===== config.mk =====
export PLATFORM = sky130hd
export DESIGN_NAME = issue_stage
export DESIGN_NICKNAME = d
export VERILOG_FILES = /design/src/source/core_pkg.sv /design/src/source/issue_stage.sv
export SDC_FILE = /design/constraint.sdc
export NUM_CORES = 1
export LEC_CHECK = 0
export BUFFER_PORTS_ARGS = -buffer_cell sky130_fd_sc_hd__clkbuf_2
export CORE_AREA = 3 3 181 183
export DETAILED_ROUTE_END_ITERATION = 8
export DIE_AREA = 0 0 184 186
export SLEW_MARGIN = 5
export SYNTH_ARGS = -nofsm -noshare
export SYNTH_HDL_FRONTEND = slang
export SYNTH_SLANG_ARGS = --single-unit

===== constraint.sdc =====
create_clock -name clk_i -period 1.55 [get_ports clk_i]
set_input_delay 0.0775 -clock clk_i [delete_from_list [all_inputs] [get_ports clk_i]]
set_output_delay 0.0775 -clock clk_i [all_outputs]
set_load 0.1 [all_outputs]

===== src/source/core_pkg.sv =====
// shared widths, opcode encoding and pipeline structs imported by every stage of the core.
package core_pkg;

    // data path width.
    localparam int unsigned XLEN = 64;

    // physical register index width for up to 64 registers.
    localparam int unsigned PHREG_BITS = 6;

    // one register file write port per execution lane.
    localparam int unsigned NUM_SCALAR_WB = 2;

    typedef logic [PHREG_BITS-1:0] phreg_t;
    typedef logic [XLEN-1:0]       bus64_t;

    // opcodes. everything except OP_MUL runs in the ALU lane.
    typedef enum logic [2:0] {
        OP_ADD = 3'd0,
        OP_SUB = 3'd1,
        OP_XOR = 3'd2,
        OP_SLL = 3'd3,
        OP_LI  = 3'd4,
        OP_MUL = 3'd5
    } op_e;

    // renamed instruction as it enters the issue stage (54 bits).
    typedef struct packed {
        logic        valid;
        op_e         op;
        phreg_t      rd;
        phreg_t      rs1;
        phreg_t      rs2;
        logic [31:0] imm;
    } issue_t;

    // operands ready for a lane (138 bits).
    typedef struct packed {
        logic   valid;
        op_e    op;
        phreg_t rd;
        bus64_t op1;
        bus64_t op2;
    } lane_op_t;

    // a finished result and also the shape of one register file write (71 bits).
    typedef struct packed {
        logic   valid;
        phreg_t rd;
        bus64_t data;
    } commit_t;

endpackage


===== src/source/issue_stage.sv =====
// issue stage: reads operands for the incoming instruction and registers it into its lane slot.
`timescale 1ns/1ps

module issue_stage #(
    parameter int unsigned NUM_PHYS_REGS = 64
) (
    input  logic               clk_i,
    input  logic               rstn_i,
    // instruction from the rename side, one per cycle, no ready.
    input  core_pkg::issue_t   issue_i,
    // register file read side, data comes back in the same cycle.
    output core_pkg::phreg_t   rs1_addr_o,
    output core_pkg::phreg_t   rs2_addr_o,
    input  core_pkg::bus64_t   rs1_data_i,
    input  core_pkg::bus64_t   rs2_data_i,
    // one slot per lane.
    output core_pkg::lane_op_t alu_op_o,
    output core_pkg::lane_op_t mul_op_o
);
    import core_pkg::*;

    // lane selection.
    logic     to_mul;
    // operand pair and payload shared by both slots.
    lane_op_t next_op;

    // operands are read straight from the instruction's sources.
    assign rs1_addr_o = issue_i.rs1;
    assign rs2_addr_o = issue_i.rs2;

    // decode.
    always_comb begin
        to_mul       = (issue_i.op == OP_MUL);
        next_op.op   = issue_i.op;
        next_op.rd   = issue_i.rd;
        next_op.valid = issue_i.valid;
        if (issue_i.op == OP_LI) begin
            // immediate is sign extended, second operand unused.
            next_op.op1 = {{(XLEN-32){issue_i.imm[31]}}, issue_i.imm};
            next_op.op2 = '0;
        end else begin
            next_op.op1 = rs1_data_i;
            next_op.op2 = rs2_data_i;
        end
    end

    // only the selected slot sees valid.
    always_ff @(posedge clk_i) begin
        if (!rstn_i) begin
            alu_op_o.valid <= 1'b0;
            mul_op_o.valid <= 1'b0;
        end else begin
            alu_op_o.valid <= next_op.valid && !to_mul;
            mul_op_o.valid <= next_op.valid && to_mul;
        end
    end

    // payload goes to both slots, the valid decides who uses it.
    always_ff @(posedge clk_i) begin
        alu_op_o.op  <= next_op.op;
        alu_op_o.rd  <= next_op.rd;
        alu_op_o.op1 <= next_op.op1;
        alu_op_o.op2 <= next_op.op2;
        mul_op_o.op  <= next_op.op;
        mul_op_o.rd  <= next_op.rd;
        mul_op_o.op1 <= next_op.op1;
        mul_op_o.op2 <= next_op.op2;
    end

    // upstream must hand over a legal opcode and a destination that exists.
    a_issue_legal: assert property (@(posedge clk_i) disable iff (!rstn_i)
        issue_i.valid |-> (issue_i.op inside {OP_ADD, OP_SUB, OP_XOR, OP_SLL, OP_LI, OP_MUL})
                          && (issue_i.rd < NUM_PHYS_REGS))
        else $error("issue: illegal opcode or destination register");

endmodule


==> reports/results.ini <==
[placed_design]
placed_cell_area_um2=6650
portBuffers=447
place_hpwl_mm=12.6
gp_congestion=0.759
place_inst=1127

[setup_path]
crit_fanout=2
cp.arrival_ns=1.37
critPathLaunchType=flip-flop
endpoint_kind=output port
crit_slowest_cell=clkbuf_2
critical_path_buf_inv_count=1
cp.required_ns=1.47
slowest_delay_ns=0.50
critPathTopFamily=buffers and inverters
critPathKind=reg2out
crit_chain=clkbuf_2

[grt]
grt_max_degree=55
track_usage_pct=9.84
antenna_found_initial=0
grt_pass1_vias=4699
overflow=0
grt_pass1_wl_mm=25.2

[timing]
period_needed_ns=1.45
finalSetupViolations=0
tns_ns=0
relSlewSlack_pct=59.7
fmax_mhz=692
fin_crit_sh_pct=93.3
final_max_slew_viol_count=0
worst_pin_slew_ns=0.607
final-hold-violation-count=0
grt_setup_unrepaired=no

[floorplan]
io_pins=472
die_y_um=186
core-area_um2=31400
start_util_pct=16.1
core.rowCount=65
fp.dieW_um=184
dieArea_um2=34200

[finish]
stdcell_area_um2=8910
area_growth_pct=76.1
drive_gt1_share_pct=55.7
utilization_pct=28.4
n_antenna_cell=0
instances_no_fill=1327
fin_nets=1096

[routing]
antenna_left=0
drc=0
wirelength_mm=18.1
wire_per_inst_um=13.7
drt_iter0_drc=85
num_vias=4588
firstDrtPassIters=4
viasPerCell=3.46

[yosys]
yosysWarnings=0
ys_ff_latch=139
netlist_top_cells_area=dfxtp_1, buf_4, and2_1, mux2_2, a21o_1
synth_area_leader_cell=dfxtp_1
syn_inst=441
ys_seq_area_share_pct=55.0
syn-num-nets=625
syn_area_um2=5060
syn_avg_cell_area_um2=11.5
synth_top_area_share_pct=55.0
ys_types=16

[clock_network]
cts.sinks=139
clkSlewWorstSetupHoldPaths_ns=0.06
cts_buffer_depth=2
post_cts_buffers=0
root_buffer=clkbuf_16
htree_num_levels=4
cts_buffers=17
cts_tree=done

[run_status]
status=complete, no violations

[min_path]
hp-class=in2reg

[flow_run]
drv_cap=0

[pwr]
p_leak_nw=4.58
powerDensity_nw_per_um2=1450
irDropWorstVdd_v=0.000677

stage by stage:
stage,power [mW],worst slack [ns],hold slack [ns]
floorplan,8.38,0.116,0.105
detailed placement,8.68,0.219,0.156
finish,13.0,0.104,0.0699
global placement,8.67,0.258,0.156
CTS,13.1,0.0889,0.0358
global route,13.4,0.0538,0.0528
state kept, by name (all words and copies together) (netlist names):
register  flops
mul_op_o    138
alu_op_o      1
cell type report:
type	instances	area, um^2
Clock inverter	14	135
Clock buffer	18	439
Timing Repair Buffer	619	3970
Sequential cell	139	2780
Multi-Input combinational cell	135	1070
Tap cell	402	503
Fill cell	3245	22500
worst paths after layout:
kind	startpoint	cells after the start	slack [ns]	to
setup / recovery	mul_op_o[66]$_DFF_P_	1	0.10	alu_op_o[66]
hold / removal	issue_i[53]	3	0.07	mul_op_o[137]$_SDFF_PN0_
power breakdown:
group / total [mW] / internal [mW] / leakage [nW] / switching (mW)
combinational: 4.95 / 0.878 / 3.13 / 4.07
sequential: 3.99 / 3.83 / 1.17 / 0.165
clock: 4.01 / 2.28 / 0.271 / 1.73
cell usage after synthesis:
library cell	number
mux2_2	29
and2_1	64
a21o_1	33
nor4bb_1	1
nand2_1	1
mux2_1	2
nand3b_1	1
clkbuf_1	7
buf_2	7
buf_6	4
buf_4	149
nor2_1	1
nor3b_2	1
nor2b_1	1
dfxtp_1	139
or3b_1	1
metal layers:
metal	GRT usage, %	up-vias	wire (um)
met5	0	-	0
met4	3.72	0	366
met3	3.58	25	1350
met2	18.0	254	9560
met1	10.3	2123	6860
li1	-	2186	-
cells by family after synthesis:
kind of cell | after synthesis | share of synthesized area [%]
buffers and inverters | 167 | 24.2
DFF | 139 | 55.0
AOI/OAI and AO/OA | 33 | 4.90
and+or+nand+nor | 71 | 8.96
muxes | 31 | 6.90
cell usage in the layout, fill, tap and decap left out, drive strengths merged:
cell type,synthesis,final
a21o,33,33
mux2,31,31
buf,160,4
nor2,1,1
nor4bb,1,1
inv,0,6
clkinvlp,0,4
nor3b,1,1
or3b,1,1
nand3b,1,1
and2,64,64
clkbuf,7,465
nor2b,1,1
bufinv,0,1
dlygate4sd3,0,168
clkinv,0,3
nand2,1,1
dfxtp,139,139
timing repair:
| item | 4_1_cts | 5_1_grt |
|---|---|---|
| hold buffers | 168 | 0 |
| gates resized for setup | 0 | 0 |
| hold endpoints to repair | 137 | 0 |
(Power assumes the default switching activity.)
