**config.mk**
```make
export PLATFORM = sky130hd
export DESIGN_NAME = writeback_stage
export DESIGN_NICKNAME = d
export VERILOG_FILES = /design/src/source/core_pkg.sv /design/src/source/writeback_stage.sv
export SDC_FILE = /design/constraint.sdc
export NUM_CORES = 1
export LEC_CHECK = 0
export ABC_AREA = 0
export BUFFER_PORTS_ARGS = -buffer_cell sky130_fd_sc_hd__buf_4
export CORE_AREA = 2 2 168 170
export CTS_BUF_LIST = sky130_fd_sc_hd__clkbuf_8 sky130_fd_sc_hd__clkbuf_16
export DETAILED_ROUTE_END_ITERATION = 7
export DIE_AREA = 0 0 170 172
export PLACE_DENSITY = 0.52
export SLEW_MARGIN = 20
export SYNTH_ARGS = -nofsm -noshare
export SYNTH_HDL_FRONTEND = slang
export SYNTH_SLANG_ARGS = --single-unit
```
**constraint.sdc**
```tcl
create_clock -name clk_i -period 1.3 [get_ports clk_i]
set_input_delay 0.26 -clock clk_i [delete_from_list [all_inputs] [get_ports clk_i]]
set_output_delay 0.26 -clock clk_i [all_outputs]
set_load 0.05 [all_outputs]
```
**src/source/core_pkg.sv**
```systemverilog
// shared widths, opcode encoding and pipeline structs imported by every stage of the core.
package core_pkg;

    // data path width.
    localparam int unsigned XLEN = 64;

    // physical register index width for up to 64 registers.
    localparam int unsigned PHREG_BITS = 6;

    // one register file write port per execution lane.
    localparam int unsigned NUM_SCALAR_WB = 2;

    typedef logic [PHREG_BITS-1:0] phreg_t;
    typedef logic [XLEN-1:0]       bus64_t;

    // opcodes. everything except OP_MUL runs in the ALU lane.
    typedef enum logic [2:0] {
        OP_ADD = 3'd0,
        OP_SUB = 3'd1,
        OP_XOR = 3'd2,
        OP_SLL = 3'd3,
        OP_LI  = 3'd4,
        OP_MUL = 3'd5
    } op_e;

    // renamed instruction as it enters the issue stage (54 bits).
    typedef struct packed {
        logic        valid;
        op_e         op;
        phreg_t      rd;
        phreg_t      rs1;
        phreg_t      rs2;
        logic [31:0] imm;
    } issue_t;

    // operands ready for a lane (138 bits).
    typedef struct packed {
        logic   valid;
        op_e    op;
        phreg_t rd;
        bus64_t op1;
        bus64_t op2;
    } lane_op_t;

    // a finished result and also the shape of one register file write (71 bits).
    typedef struct packed {
        logic   valid;
        phreg_t rd;
        bus64_t data;
    } commit_t;

endpackage

```
**src/source/writeback_stage.sv**
```systemverilog
// writeback stage: registers lane results into commit slots that also drive the register file writes.
`timescale 1ns/1ps

module writeback_stage #(
    parameter int unsigned NUM_PHYS_REGS = 64
) (
    input  logic                                           clk_i,
    input  logic                                           rstn_i,
    // results from the lanes.
    input  core_pkg::commit_t                              alu_res_i,
    input  core_pkg::commit_t                              mul_res_i,
    // commit slots, slot 0 for the ALU lane, slot 1 for the multiplier.
    output core_pkg::commit_t [core_pkg::NUM_SCALAR_WB-1:0] commit_o,
    // register file write ports.
    output logic              [core_pkg::NUM_SCALAR_WB-1:0] wr_en_o,
    output core_pkg::phreg_t  [core_pkg::NUM_SCALAR_WB-1:0] wr_addr_o,
    output core_pkg::bus64_t  [core_pkg::NUM_SCALAR_WB-1:0] wr_data_o
);
    import core_pkg::*;

    // lane results ordered by write port.
    commit_t [NUM_SCALAR_WB-1:0] lane_res;

    assign lane_res[0] = alu_res_i;
    assign lane_res[1] = mul_res_i;

    // commit registers, visible for one cycle each.
    always_ff @(posedge clk_i) begin
        for (int i = 0; i < NUM_SCALAR_WB; i++) begin
            if (!rstn_i) begin
                commit_o[i].valid <= 1'b0;
            end else begin
                commit_o[i].valid <= lane_res[i].valid;
            end
            commit_o[i].rd   <= lane_res[i].rd;
            commit_o[i].data <= lane_res[i].data;
        end
    end

    // the write lands in the register file on the edge that retires the commit.
    always_comb begin
        for (int i = 0; i < NUM_SCALAR_WB; i++) begin
            wr_en_o[i]   = commit_o[i].valid;
            wr_addr_o[i] = commit_o[i].rd;
            wr_data_o[i] = commit_o[i].data;
        end
    end

    // commit valids are known once out of reset.
    // a valid commit names a register that exists.
    for (genvar s = 0; s < NUM_SCALAR_WB; s++) begin : g_commit_check
        a_commit_known: assert property (@(posedge clk_i) disable iff (!rstn_i)
            !$isunknown(commit_o[s].valid)
            && (!commit_o[s].valid || (commit_o[s].rd < NUM_PHYS_REGS)))
            else $error("writeback: slot %0d valid unknown or rd out of range", s);
    end

endmodule

```
==> flow_summary_export.csv <==
group,metric,value,unit
worst_setup_path,cp.arrival,1020,ps
detailed_routing,first_pass_iters,3,
sta,finalHoldViolCount,0,
worst_setup_path,critPathSlowestCell,"dfxtp_1",
final_layout,fin_util,31.4,%
sta,slew-limit-headroom,88.3,%
clock_network,root_buffer,"clkbuf_16",
pwr,p_per_area,1500,nW/um^2
worst_hold_path,min-delay-path-class,"in2reg",
detailed_routing,finalWirelength,14800,microns
floorplan,die-area,29200,sq um
detailed_routing,wire_per_inst,13.6,microns
worst_setup_path,cp.buffers_inverters,1,
place,dp.cells,917,
floorplan,io_pins,428,
run_status,status,"complete, no violations",
grt,grt_use_total,9.19,%
clock_network,cts_tree,"done",
sta,holdWs,44.0,ps
floorplan,core.rowCount,61,
final_layout,biggestRegsByFlops,"commit_o (142)",
clock_network,cts_buffers,17,
clock_network,clk_pin_slew,70,ps
grt,grt_pass1_wl,19500,microns
synthesis,syn_inst,286,
worst_setup_path,crit_fanout,2,
worst_setup_path,endpoint_kind,"output port",
sta,slew_violations,0,
worst_setup_path,critPathKind,"reg2out",
sta,tightest_slew,176,ps
grt,grt_max_degree,17,
pwr,vdd_ir_drop_max,0.604,mV
final_layout,fin_nets,874,
detailed_routing,ant_nets,0,
worst_hold_path,holdCritStartpoint,"alu_res_i[70]",
final_layout,fillerInstances,2765,
clock_network,clock_path_buffers,2,
synthesis,yosysWarnings,0,
grt,antenna_found_initial,1,
detailed_routing,vias,3462,
clock_network,h-tree-depth,4,
worst_setup_path,startpoint,"commit_o[141]",
sta,period_needed,1280,ps
final_layout,largest_reg_flops,142,
synthesis,syn_area,3920,sq um
clock_network,post_cts_buffers,0,
final_layout,layout-drive-gt1-share,62.6,%
final_layout,fin_cells,1090,
synthesis,synth_cell_types,3,
synthesis,avgSynthCellArea,13.7,sq um
worst_setup_path,crit_chain,"buf_4",
sta,rsz0062_at_grt,"true",
sta,fin_crit_sh,98.5,%
flow_run,drv_cap,0,
final_layout,area_growth,120,%
detailed_routing,drc,0,
grt,grt_pass1_vias,3487,
grt,grt_overflow_total,0,
worst_setup_path,startpoint_type,"flop",
place,placed_area,6490,sq um
final_layout,top_register,"commit_o",
clock_network,cts_sinks,142,
synthesis,ys_ff_latch,142,
worst_setup_path,required,1040,ps
pwr,p_leak,4.17,nW
synthesis,synth-seq-area-share,72.5,%
floorplan,die_h,172,microns
floorplan,core_area,27500,sq um
worst_setup_path,critPathTopFamily,"flip-flops",
detailed_routing,drtIter0Drc,50,
worst_setup_path,cpPeakStageDelay,380,ps
place,detailed_place_hpwl,10800,microns
place,gp_congestion,0.726,
sta,setup_viol,0,
final_layout,finalInstanceArea,8620,sq um
place,io_buffer_count,427,
synthesis,syn-num-nets,430,
floorplan,start_util,14.3,%
sta,fmax,0.781,GHz
detailed_routing,via_per_inst,3.18,
floorplan,die_x,170,microns
## metrics by stage
| stage | setup TNS [ps] | worst slack [ps] | power [mW] |
|---|---|---|---|
| after floorplan | 0 | 146 | 6.78 |
| after global placement | 0 | 419 | 7.58 |
| after detailed placement | 0 | 392 | 7.59 |
| after CTS | -158 | -22.2 | 13.1 |
| after global routing | -333 | -22.4 | 13.4 |
| final | 0 | 19.2 | 12.9 |
## kinds of logic after synthesis
group	Yosys count	synth area share [%]
and+or+nand+nor	2	0.319
buffers and inverters	142	27.2
DFF	142	72.5
## path summary, 6_finish.rpt
check                            to  cells past startpoint
worst min-delay path   commit_o[70]                      2
worst max-delay path  commit_o[141]                      1
## per-layer routing
| layer | wire length (microns) | vias to the layer above | track usage [%] |
|---|---|---|---|
| met2 | 7980 | 218 | 17.1 |
| met5 | 0 | - | 0 |
| li1 | - | 1624 | - |
| met3 | 1300 | 10 | 3.59 |
| met1 | 5390 | 1610 | 9.26 |
| met4 | 182 | 0 | 3.46 |
## cell type report
| cell class | count | area, sq um | share of cell area [%] |
|---|---|---|---|
| multi-input combinational | 2 | 12.5 | 0.145 |
| clock inverter | 14 | 169 | 1.96 |
| clock buffer | 18 | 439 | 5.09 |
| timing repair buffer | 567 | 4710 | 54.7 |
| antenna | 1 | 2.50 | 0.0290 |
| tap | 346 | 433 | 5.02 |
| sequential | 142 | 2850 | 33.1 |
## cell usage in the layout (no fill, tap or decap), drive strengths merged
master	instances
buf	427
dfxtp	142
dlygate4sd3	140
clkbuf	18
clkinv	4
inv	4
clkinvlp	3
bufinv	3
and2	2
diode	1
## Yosys cell counts, drive strengths merged
library cell / number / area [sq um]
buf: 142 / 1070
dfxtp: 142 / 2840
and2: 2 / 12.5
## repair_timing
action / 4_1_cts / 5_1_grt
endpoints found under the setup margin: 15 / 49
hold endpoints to repair: 140 / 0
hold buffers: 140 / 0
resized for setup: 8 / 28
## power breakdown
part	switching [mW]	internal [mW]
sequential	0.169	4.60
combinational	1.98	1.14
clock	1.95	3.08
total	4.10	8.81
(Power assumes the default switching activity.)
